[config.mk]
export PLATFORM = sky130hd
export DESIGN_NAME = mem_bridge_top
export DESIGN_NICKNAME = d
export VERILOG_FILES = /design/src/hw/mem_bridge_pkg.sv /design/src/hw/flush_sequencer.sv /design/src/hw/mem_bridge_top.sv /design/src/hw/mem_req_issuer.sv /design/src/hw/mem_req_queue.sv
export VERILOG_INCLUDE_DIRS = /design/src /design/src/include
export SDC_FILE = /design/constraint.sdc
export NUM_CORES = 1
export LEC_CHECK = 0
export BUFFER_PORTS_ARGS = -buffer_cell sky130_fd_sc_hd__buf_2
export CORE_ASPECT_RATIO = 1.75
export CORE_MARGIN = 4
export CORE_UTILIZATION = 63
export CTS_BUF_LIST = sky130_fd_sc_hd__clkbuf_8
export CTS_CLUSTER_SIZE = 12
export DETAILED_ROUTE_END_ITERATION = 8
export PLACE_DENSITY = 0.9
export SYNTH_ARGS = -nofsm -noshare
export SYNTH_HDL_FRONTEND = slang
export SYNTH_SLANG_ARGS = --single-unit
export TNS_END_PERCENT = 30
[constraint.sdc]
create_clock -name clk -period 44.4 [get_ports clk]
set_input_delay 4.44 -clock clk [delete_from_list [all_inputs] [get_ports clk]]
set_output_delay 4.44 -clock clk [all_outputs]
set_load 0.005 [all_outputs]
[src/include/mem_bridge_defines.svh]
`ifndef MEM_BRIDGE_DEFINES_SVH
`define MEM_BRIDGE_DEFINES_SVH

// physical address bits
`define MEM_PA_WIDTH 32

// log2 of outstanding request tags
`define MEM_LG_REQ_TAGS 2

// log2 of bytes per cache line, 16 bytes
`define MEM_LG_CL_BYTES 4

// memory opcode bits
`define MEM_OPCODE_WIDTH 4

// queue holds twice the tag count
`define MEM_LG_QUEUE_DEPTH (`MEM_LG_REQ_TAGS + 1)

`endif

[src/hw/mem_bridge_pkg.sv]
`include "mem_bridge_defines.svh"

package mem_bridge_pkg;

   typedef logic [`MEM_PA_WIDTH-1:0] pa_t;
   typedef logic [`MEM_LG_REQ_TAGS-1:0] mem_tag_t;
   typedef logic [(1 << (`MEM_LG_CL_BYTES + 3))-1:0] cache_line_t;
   typedef logic [`MEM_OPCODE_WIDTH-1:0] mem_opcode_t;

   // l2 to memory request
   typedef struct packed {
      pa_t         addr;
      mem_tag_t    tag;
      cache_line_t data;
      mem_opcode_t opcode;
   } mem_req_t;

   // memory response returned to l2
   typedef struct packed {
      mem_tag_t    tag;
      cache_line_t data;
   } mem_rsp_t;

   // GOT_L1D and GOT_L1I name the cache already done,
   // so the other one still owes its complete
   typedef enum logic [2:0] {
      FLUSH_IDLE       = 3'd0,
      WAIT_FOR_L1D_L1I = 3'd1,
      GOT_L1D          = 3'd2,
      GOT_L1I          = 3'd3,
      FLUSH_L2         = 3'd4
   } flush_state_t;

   typedef enum logic [1:0] {
      ISSUE_IDLE         = 2'd0,
      ISSUE_WAIT_RSP     = 2'd1,
      ISSUE_WAIT_RSP_LOW = 2'd2
   } issue_state_t;

endpackage

[src/hw/flush_sequencer.sv]
`timescale 1ns/1ps

module flush_sequencer
   import mem_bridge_pkg::*;
(
   input  logic clk,
   input  logic reset,
   input  logic l1i_flush_req,
   input  logic l1d_flush_req,
   input  logic l1i_flush_complete,
   input  logic l1d_flush_complete,
   input  logic l2_flush_complete,
   output logic in_flush_mode,
   output logic l2_flush_req
);

   flush_state_t r_state;
   flush_state_t n_state;
   logic r_flush;
   logic n_flush;
   logic r_flush_l2;
   logic n_flush_l2;

   assign in_flush_mode = r_flush;
   assign l2_flush_req = r_flush_l2;

   always_ff @(posedge clk)
   begin
      if (reset)
      begin
         r_state <= FLUSH_IDLE;
         r_flush <= 1'b0;
         r_flush_l2 <= 1'b0;
      end
      else
      begin
         r_state <= n_state;
         r_flush <= n_flush;
         r_flush_l2 <= n_flush_l2;
      end
   end

   always_comb
   begin
      n_state = r_state;
      n_flush = r_flush;
      n_flush_l2 = 1'b0;

      case (r_state)
         FLUSH_IDLE:
         begin
            if (l1i_flush_req && l1d_flush_req)
            begin
               n_state = WAIT_FOR_L1D_L1I;
               n_flush = 1'b1;
            end
            else if (l1i_flush_req)
            begin
               // only the icache owes a complete
               n_state = GOT_L1D;
               n_flush = 1'b1;
            end
            else if (l1d_flush_req)
            begin
               n_state = GOT_L1I;
               n_flush = 1'b1;
            end
         end
         WAIT_FOR_L1D_L1I:
         begin
            if (l1d_flush_complete && l1i_flush_complete)
            begin
               n_state = FLUSH_L2;
               n_flush_l2 = 1'b1;
            end
            else if (l1d_flush_complete)
            begin
               n_state = GOT_L1D;
            end
            else if (l1i_flush_complete)
            begin
               n_state = GOT_L1I;
            end
         end
         GOT_L1D:
         begin
            if (l1i_flush_complete)
            begin
               n_state = FLUSH_L2;
               n_flush_l2 = 1'b1;
            end
         end
         GOT_L1I:
         begin
            if (l1d_flush_complete)
            begin
               n_state = FLUSH_L2;
               n_flush_l2 = 1'b1;
            end
         end
         FLUSH_L2:
         begin
            // stay in flush mode until the l2 is clean
            if (l2_flush_complete)
            begin
               n_state = FLUSH_IDLE;
               n_flush = 1'b0;
            end
         end
         default:
         begin
            n_state = FLUSH_IDLE;
            n_flush = 1'b0;
         end
      endcase
   end

endmodule

[src/hw/mem_bridge_top.sv]
`timescale 1ns/1ps

module mem_bridge_top
   import mem_bridge_pkg::*;
(
   input  logic        clk,
   input  logic        reset,

   // flush handshake with the caches
   input  logic        l1i_flush_req,
   input  logic        l1d_flush_req,
   input  logic        l1i_flush_complete,
   input  logic        l1d_flush_complete,
   input  logic        l2_flush_complete,
   output logic        in_flush_mode,
   output logic        l2_flush_req,

   // l2 side
   input  logic        l2_req_valid,
   input  mem_req_t    l2_req,
   output logic        l2_req_ready,
   output logic        l2_rsp_valid,
   output mem_rsp_t    l2_rsp,

   // memory side
   output logic        mem_req_valid,
   output mem_req_t    mem_req,
   input  logic        mem_req_gnt,
   input  logic        mem_rsp_valid,
   input  cache_line_t mem_rsp_data,

   output logic        bad_rsp
);

   mem_req_t queue_head;
   logic queue_empty;
   logic queue_pop;

   // memory always sees the oldest entry
   assign mem_req = queue_head;

   flush_sequencer u_flush_sequencer (
      .clk                (clk),
      .reset              (reset),
      .l1i_flush_req      (l1i_flush_req),
      .l1d_flush_req      (l1d_flush_req),
      .l1i_flush_complete (l1i_flush_complete),
      .l1d_flush_complete (l1d_flush_complete),
      .l2_flush_complete  (l2_flush_complete),
      .in_flush_mode      (in_flush_mode),
      .l2_flush_req       (l2_flush_req)
   );

   mem_req_queue u_mem_req_queue (
      .clk          (clk),
      .reset        (reset),
      .l2_req_valid (l2_req_valid),
      .l2_req       (l2_req),
      .queue_pop    (queue_pop),
      .l2_req_ready (l2_req_ready),
      .queue_head   (queue_head),
      .queue_empty  (queue_empty)
   );

   mem_req_issuer u_mem_req_issuer (
      .clk           (clk),
      .reset         (reset),
      .queue_empty   (queue_empty),
      .queue_head    (queue_head),
      .mem_req_gnt   (mem_req_gnt),
      .mem_rsp_valid (mem_rsp_valid),
      .mem_rsp_data  (mem_rsp_data),
      .queue_pop     (queue_pop),
      .mem_req_valid (mem_req_valid),
      .l2_rsp_valid  (l2_rsp_valid),
      .l2_rsp        (l2_rsp),
      .bad_rsp       (bad_rsp)
   );

endmodule

[src/hw/mem_req_issuer.sv]
`timescale 1ns/1ps

module mem_req_issuer
   import mem_bridge_pkg::*;
(
   input  logic        clk,
   input  logic        reset,
   input  logic        queue_empty,
   input  mem_req_t    queue_head,
   input  logic        mem_req_gnt,
   input  logic        mem_rsp_valid,
   input  cache_line_t mem_rsp_data,
   output logic        queue_pop,
   output logic        mem_req_valid,
   output logic        l2_rsp_valid,
   output mem_rsp_t    l2_rsp,
   output logic        bad_rsp
);

   issue_state_t r_state;
   issue_state_t n_state;
   logic r_req_valid;
   logic n_req_valid;
   logic r_rsp_valid;
   logic n_rsp_valid;
   logic r_error;
   logic n_error;
   mem_tag_t r_tag;
   mem_tag_t n_tag;
   cache_line_t r_data;
   cache_line_t n_data;

   assign mem_req_valid = r_req_valid;
   assign l2_rsp_valid = r_rsp_valid;
   assign bad_rsp = r_error;
   assign l2_rsp.tag = r_tag;
   assign l2_rsp.data = r_data;

   // head retires on the response edge
   assign queue_pop = (r_state == ISSUE_WAIT_RSP) && mem_rsp_valid;

   always_comb
   begin
      n_state = r_state;
      n_req_valid = r_req_valid;
      n_rsp_valid = 1'b0;
      n_tag = r_tag;
      n_data = r_data;
      // response with nobody waiting
      n_error = r_error || (mem_rsp_valid && (r_state != ISSUE_WAIT_RSP));

      case (r_state)
         ISSUE_IDLE:
         begin
            if (!queue_empty)
            begin
               n_state = ISSUE_WAIT_RSP;
               n_req_valid = 1'b1;
               n_tag = queue_head.tag;
            end
         end
         ISSUE_WAIT_RSP:
         begin
            // grant only drops valid, the response retires
            if (mem_req_gnt)
            begin
               n_req_valid = 1'b0;
            end
            if (mem_rsp_valid)
            begin
               n_state = ISSUE_WAIT_RSP_LOW;
               n_req_valid = 1'b0;
               n_rsp_valid = 1'b1;
               n_data = mem_rsp_data;
            end
         end
         ISSUE_WAIT_RSP_LOW:
         begin
            if (!mem_rsp_valid)
            begin
               n_state = ISSUE_IDLE;
            end
         end
         default:
         begin
            n_state = ISSUE_IDLE;
            n_req_valid = 1'b0;
         end
      endcase
   end

   always_ff @(posedge clk)
   begin
      if (reset)
      begin
         r_state <= ISSUE_IDLE;
         r_req_valid <= 1'b0;
         r_rsp_valid <= 1'b0;
         r_error <= 1'b0;
      end
      else
      begin
         r_state <= n_state;
         r_req_valid <= n_req_valid;
         r_rsp_valid <= n_rsp_valid;
         r_error <= n_error;
      end
   end

   always_ff @(posedge clk)
   begin
      r_tag <= n_tag;
      r_data <= n_data;
   end

endmodule

[src/hw/mem_req_queue.sv]
`timescale 1ns/1ps

`include "mem_bridge_defines.svh"

module mem_req_queue
   import mem_bridge_pkg::*;
(
   input  logic     clk,
   input  logic     reset,
   input  logic     l2_req_valid,
   input  mem_req_t l2_req,
   input  logic     queue_pop,
   output logic     l2_req_ready,
   output mem_req_t queue_head,
   output logic     queue_empty
);

   localparam int DEPTH = 1 << `MEM_LG_QUEUE_DEPTH;

   // extra top bit tells full from empty
   typedef logic [`MEM_LG_QUEUE_DEPTH:0] q_ptr_t;

   mem_req_t mem [DEPTH];

   q_ptr_t r_head_ptr;
   q_ptr_t r_tail_ptr;
   q_ptr_t n_head_ptr;
   q_ptr_t n_tail_ptr;
   logic [`MEM_LG_QUEUE_DEPTH-1:0] head_idx;
   logic [`MEM_LG_QUEUE_DEPTH-1:0] tail_idx;
   logic full;
   logic push;
   logic pop;

   assign head_idx = r_head_ptr[`MEM_LG_QUEUE_DEPTH-1:0];
   assign tail_idx = r_tail_ptr[`MEM_LG_QUEUE_DEPTH-1:0];

   assign queue_empty = (r_head_ptr == r_tail_ptr);
   assign full = (head_idx == tail_idx) &&
                 (r_head_ptr[`MEM_LG_QUEUE_DEPTH] != r_tail_ptr[`MEM_LG_QUEUE_DEPTH]);

   assign l2_req_ready = !full;
   assign push = l2_req_valid && !full;
   assign pop = queue_pop && !queue_empty;

   assign queue_head = mem[head_idx];

   always_comb
   begin
      n_head_ptr = r_head_ptr;
      n_tail_ptr = r_tail_ptr;
      if (push)
      begin
         n_tail_ptr = r_tail_ptr + q_ptr_t'(1);
      end
      if (pop)
      begin
         n_head_ptr = r_head_ptr + q_ptr_t'(1);
      end
   end

   always_ff @(posedge clk)
   begin
      if (reset)
      begin
         r_head_ptr <= '0;
         r_tail_ptr <= '0;
      end
      else
      begin
         r_head_ptr <= n_head_ptr;
         r_tail_ptr <= n_tail_ptr;
      end
   end

   // entry storage
   always_ff @(posedge clk)
   begin
      if (push)
      begin
         mem[tail_idx] <= l2_req;
      end
   end

endmodule

=== Yosys cells after proc, flatten, opt, wreduce, memory -nomap -nowiden ===
Memories as Yosys holds them, arrays and structs flattened. A register that Yosys moved wholly into a read port is not among the register bits.
Cells that the tools add are included.

* Muxes and demuxes: 32
* Add/sub/neg operators: 2
* Bitwise logic cells: 4
* Equal/unequal tests: 19
* Reductions and logical operators: 20

{| class="wikitable"
|+ Operators with widths
! cell !! count
|-
| 3-bit two-way mux || 11
|-
| 3-bit case mux with 5 select lines || 1
|-
| 1-bit two-way mux || 13
|-
| 2-bit != test, second input constant || 6
|-
| 1-bit case mux with 3 select lines || 3
|-
| 3-bit AND reduction || 3
|-
| 4-bit by 1-bit adder with 4-bit output, second input constant || 2
|-
| 4-bit by 3-bit != test with 1-bit output, second input constant || 2
|-
| 1-bit logical AND || 7
|-
| 3-bit by 2-bit equality test with 1-bit output, second input constant || 2
|-
| 2-bit two-way mux || 3
|-
| 2-bit case mux with 3 select lines || 1
|-
| 5-bit AND reduction || 1
|-
| 4-bit equality test || 1
|-
| 1-bit inverter || 4
|-
| 2-bit AND reduction || 2
|-
| 3-bit by 1-bit equality test with 1-bit output, second input constant || 1
|-
| 3-bit equality test || 1
|-
| 3-bit equality test, second input constant || 1
|-
| 3-bit zero test || 1
|-
| 3-bit != test, second input constant || 1
|-
| 3-bit OR reduction || 1
|-
| 2-bit by 1-bit equality test with 1-bit output, second input constant || 1
|-
| 2-bit equality test, second input constant || 1
|-
| other kinds (6) || 7
|}

* Bits of input ports: 304
* RAM bits: 1328
* Bits in registers: 148
* Memories kept: 1
* Output and inout port bits: 302

{| class="wikitable"
|+ Memory list
! memory !! depth !! bits a word !! rd ports !! clocked after Yosys merged registers in !! wr ports !! line !! source
|-
| u_mem_req_queue.mem || 8 || 166 || 1 || 1 || 1 || mem_req_queue.sv:23 || <nowiki>mem_req_t mem [DEPTH];</nowiki>
|}

=== Depth between registers and ports, before layout ===
* Depth after elaboration: 6
* Mapped depth: 5
* Depth with buffers taken out: 5

=== Cells and area by module ===
A second synthesis with hierarchy kept.

* Cell total of the unflattened synthesis: 2196
* Area, all modules: 55016.5 um^2

{| class="wikitable"
|+ Modules (own cells, without submodules)
! module !! sequential area each (um^2) !! times used !! area an instance (um^2) !! cells an instance
|-
| mem_req_queue || 40098.5 || 1 || 50581.0 || 2006
|-
| mem_req_issuer || 4003.8 || 1 || 4092.7 || 151
|-
| flush_sequencer || 100.1 || 1 || 342.8 || 39
|}

=== Worst setup path before layout ===
OpenSTA, ideal clock, no wires.

* Kind: in2reg
* From: in l2_req_valid
* To: mem u_mem_req_queue.mem[4][0] (netlist bit) (enable)
* Setup slack: 23.178 ns
* Data arrival time: 20.124 ns
* Data required time: 43.302 ns
* Cell stages on the path: 2
* Cell sequence: nand2_1 > nor4_1

* Word-level cells in the longest chain between the ends: 3

{| class="wikitable"
|+ RTL lines
! item !! line !! source
|-
| start, declared || mem_bridge_top.sv:19 || <nowiki>input logic l2_req_valid,</nowiki>
|-
| 1-bit logical AND || mem_req_queue.sv:43 || <nowiki>assign push = l2_req_valid && !full;</nowiki>
|-
| 1-bit two-way mux || mem_req_queue.sv:79 || <nowiki>if (push)</nowiki>
|-
| 1-bit two-way mux (not written as such) || mem_req_queue.sv:81 || <nowiki>mem[tail_idx] <= l2_req;</nowiki>
|-
| end, declared || mem_req_queue.sv:23 ||
|}

Every way passes these cells.

==> summary.txt <==
Mapped cell area -> 54,800 sq um
P per Cell Area -> 43.4 nW/um^2
Via-to-Cell Ratio -> 6.33
Post-Route WL -> 137,000 microns
Remaining DRCs -> 1
Peak Freq -> 0.108 GHz
Number of max-cap violations -> 0
Die height -> 398 microns
Syn. warnings -> 0
FILL cells -> 4,517
Final clock skew -> 0.0449 ns
Clock transition at the registers of the reported paths -> 0.07 ns
Share of cells above drive strength 1 -> 46.1%
Sink Count -> 1,479
First-pass GRT wire length -> 195,000 microns
TritonCTS Buffers -> 190
Port bufs -> 605
Reg-to-reg slack, setup -> 40.02 ns
Unrepaired setup endpoints after global routing -> no
Min Tclk post-route -> 9.25 ns
Gr usage total -> 29.8%
Final period util -> 20.8%
Status -> complete, but fails checks
Worst Path Required -> 39.96 ns
DR vias -> 27,000
Mapped Cells -> 2,178
Drt pass-1 iters -> 8
Nets -> 3,219
R2R depth -> 6
Failing checks -> design-rule violations
CP max-delay cell -> dfxtp_4
Vias in the first global route -> 28,000
Worst-skew pair later-pin latency -> 0.88 ns
GP Congestion -> 0.880
TritonCTS clock tree -> yes
Leakage -> 20.5 nW
Syn avg cell area -> 25.2 sq um
Detailed Place HPWL -> 83,400 microns
Setup Buffers After CTS -> 0
GRT overflow -> 0
Htree depth -> 4
Cell Rows -> 142
EDFF count, synth -> 1,458
Root Buffer -> clkbuf_8
Post_cts resized -> 0
CORE AREA -> 86,000 sq um
Clock buffer depth -> 3
Post-synth ARST share -> 0%
Slew Limit Fails -> 0
Top Ports -> 606
Setup TNS -> 0 ns
Die X -> 231 microns
Crit path kind -> reg2out
Worst Setup End Kind -> output pin
Die Area -> 92,000 sq um
Crit Path Max Fanout -> 127
Crit path launch type -> flop
Commonest cells after routing, fill and taps aside -> edfxtp_1, buf_2, mux4_2
Antenna-violating nets left -> 0
Most used DFF post-synth -> edfxtp_1
Post-synth net total -> 2,484
VDD IR-drop max -> 0.0000413 V
Hold Slack -> 0.470 ns
Flops & latches, synth -> 1,479
# hold bufs at CTS -> 0
Crit-path cells -> buf_12 > buf_4 > mux4_2 > mux2_2 > buf_2
P&R area growth vs syn -> 14.6%
Initial Util -> 63.8%
Slew @ Worst Pin -> 1.42 ns
Most common cell after layout, fill and taps aside -> edfxtp_1
Largest net degree at the start of global routing -> 175
Worst hold path cell count -> 2
Power, Total -> 2.73 mW
Final setup fails -> 0
Register area share after synthesis -> 80.6%
Library cells used by synthesis -> 44
Wirelength per Cell -> 32.2 microns
Max-slew headroom -> 5.65%
Starting DRC count in detailed routing -> 2,817
Largest stage delay, worst path -> 0.93 ns
Crit path DAT -> 4.81 ns
Hold Fails Final Rpt -> 0
HP Class -> reg2reg
Initial antenna violation count -> 75
-- routing by layer --
| layer | routed length [microns] | global-route usage (%) | share of wire [%] | up-vias |
|---|---|---|---|---|
| met1 | 42000 | 33.3 | 31 | 13800 |
| li1 | - | - | - | 10900 |
| met5 | 182 | 0 | 0.13 | - |
| met2 | 71000 | 49.9 | 52 | 1880 |
| met3 | 14600 | 10.3 | 11 | 392 |
| met4 | 9550 | 17.5 | 6.9 | 26 |
-- worst max-delay path, delay by kind of cell (launching register included) --
kind | cells | cell delay, ns
buffers and inverters | 3 | 1.68
flip-flops | 1 | 0.93
multiplexers | 2 | 0.95
-- synth_stat cells (2+ instances only) --
library cell | count | area (sq um)
a21oi_1 | 9 | 45.0
a31oi_1 | 2 | 12.5
buf_1 | 17 | 63.8
buf_2 | 20 | 100
buf_6 | 31 | 349
clkbuf_1 | 30 | 113
dfxtp_1 | 21 | 420
edfxtp_1 | 1458 | 43800
ha_1 | 2 | 25.0
inv_1 | 7 | 26.3
mux2_2 | 166 | 1870
mux4_2 | 332 | 7480
nand2_1 | 9 | 33.8
nand2b_1 | 4 | 25.0
nand3_1 | 3 | 15.0
nand3b_1 | 2 | 15.0
nor2_1 | 10 | 37.5
nor2b_1 | 3 | 18.8
nor3_1 | 8 | 40.0
nor3b_1 | 2 | 15.0
nor4_1 | 2 | 12.5
o21ai_0 | 9 | 45.0
or3_1 | 6 | 37.5
or4b_1 | 2 | 20.0
xnor2_1 | 2 | 17.5
xor2_2 | 3 | 48.8
-- kinds of logic (layout without fill, tap and decap cells) --
kind of cell / Yosys count / count (layout) / share of synthesized area [%]
compound gates: 29 / 29 / 0.338
xor+xnor: 6 / 6 / 0.137
fa+ha+maj: 2 / 2 / 0.0456
buf+inv: 105 / 984 / 1.19
flops: 1479 / 1479 / 80.6
mux: 499 / 499 / 17.1
other cells: 0 / 52 / 0
simple gates: 58 / 58 / 0.632
-- through the flow --
step / instances / worst slack, ns / util, % / instance area (sq um)
floorplan: 2178 / 23.18 / - / 54800
detailed placement: 3873 / 36.07 / 68.7 / 59100
CTS: 4209 / 35.04 / 72.9 / 62700
global route: 4245 / 34.65 / 73.0 / 62800
finish: 4261 / 35.15 / 73.1 / 62900
global placement: 3873 / 36.15 / 68.7 / 59100
-- power by group --
| part | switching, mW | internal, mW |
|---|---|---|
| registers | 0.0185 | 1.58 |
| logic | 0.0985 | 0.0738 |
| clock network | 0.476 | 0.479 |
| total | 0.593 | 2.13 |
-- final timing paths --
kind                                       start                        endpoint
setup / recovery                            flop                     mem_req[87]
hold / removal    u_mem_req_issuer.mem_req_valid  u_mem_req_issuer.mem_req_valid
setup reg to reg   u_mem_req_queue.r_tail_ptr[1]      u_mem_req_queue.mem[0][72]
hold reg to reg   u_mem_req_issuer.mem_req_valid  u_mem_req_issuer.mem_req_valid
-- registers in the layout, indices dropped and copies added, names as in the netlist, named ones only --
signal / count
u_mem_req_issuer.r_state: 2
u_mem_req_issuer.l2_rsp_valid: 1
u_mem_req_queue.r_head_ptr: 4
u_mem_req_issuer.mem_req_valid: 1
u_flush_sequencer.in_flush_mode: 1
u_mem_req_issuer.r_tag: 2
u_flush_sequencer.l2_flush_req: 1
u_mem_req_queue.r_tail_ptr: 4
u_mem_req_queue.mem: 1328
u_mem_req_issuer.r_data: 128
u_flush_sequencer.r_state: 3
u_mem_req_issuer.bad_rsp: 1
-- cell type report --
class | count | area [sq um] | share of cell area [%]
flip-flops and latches | 1479 | 44200 | 70.3
multi-input cells | 594 | 10000 | 16.0
repair buffers | 641 | 3350 | 5.33
clock buffers | 198 | 2730 | 4.34
well taps | 1152 | 1440 | 2.29
clock inverters | 138 | 922 | 1.47
diodes | 52 | 130 | 0.207
inverters | 7 | 28.8 | 0.0458
(Power assumes the default switching activity.)
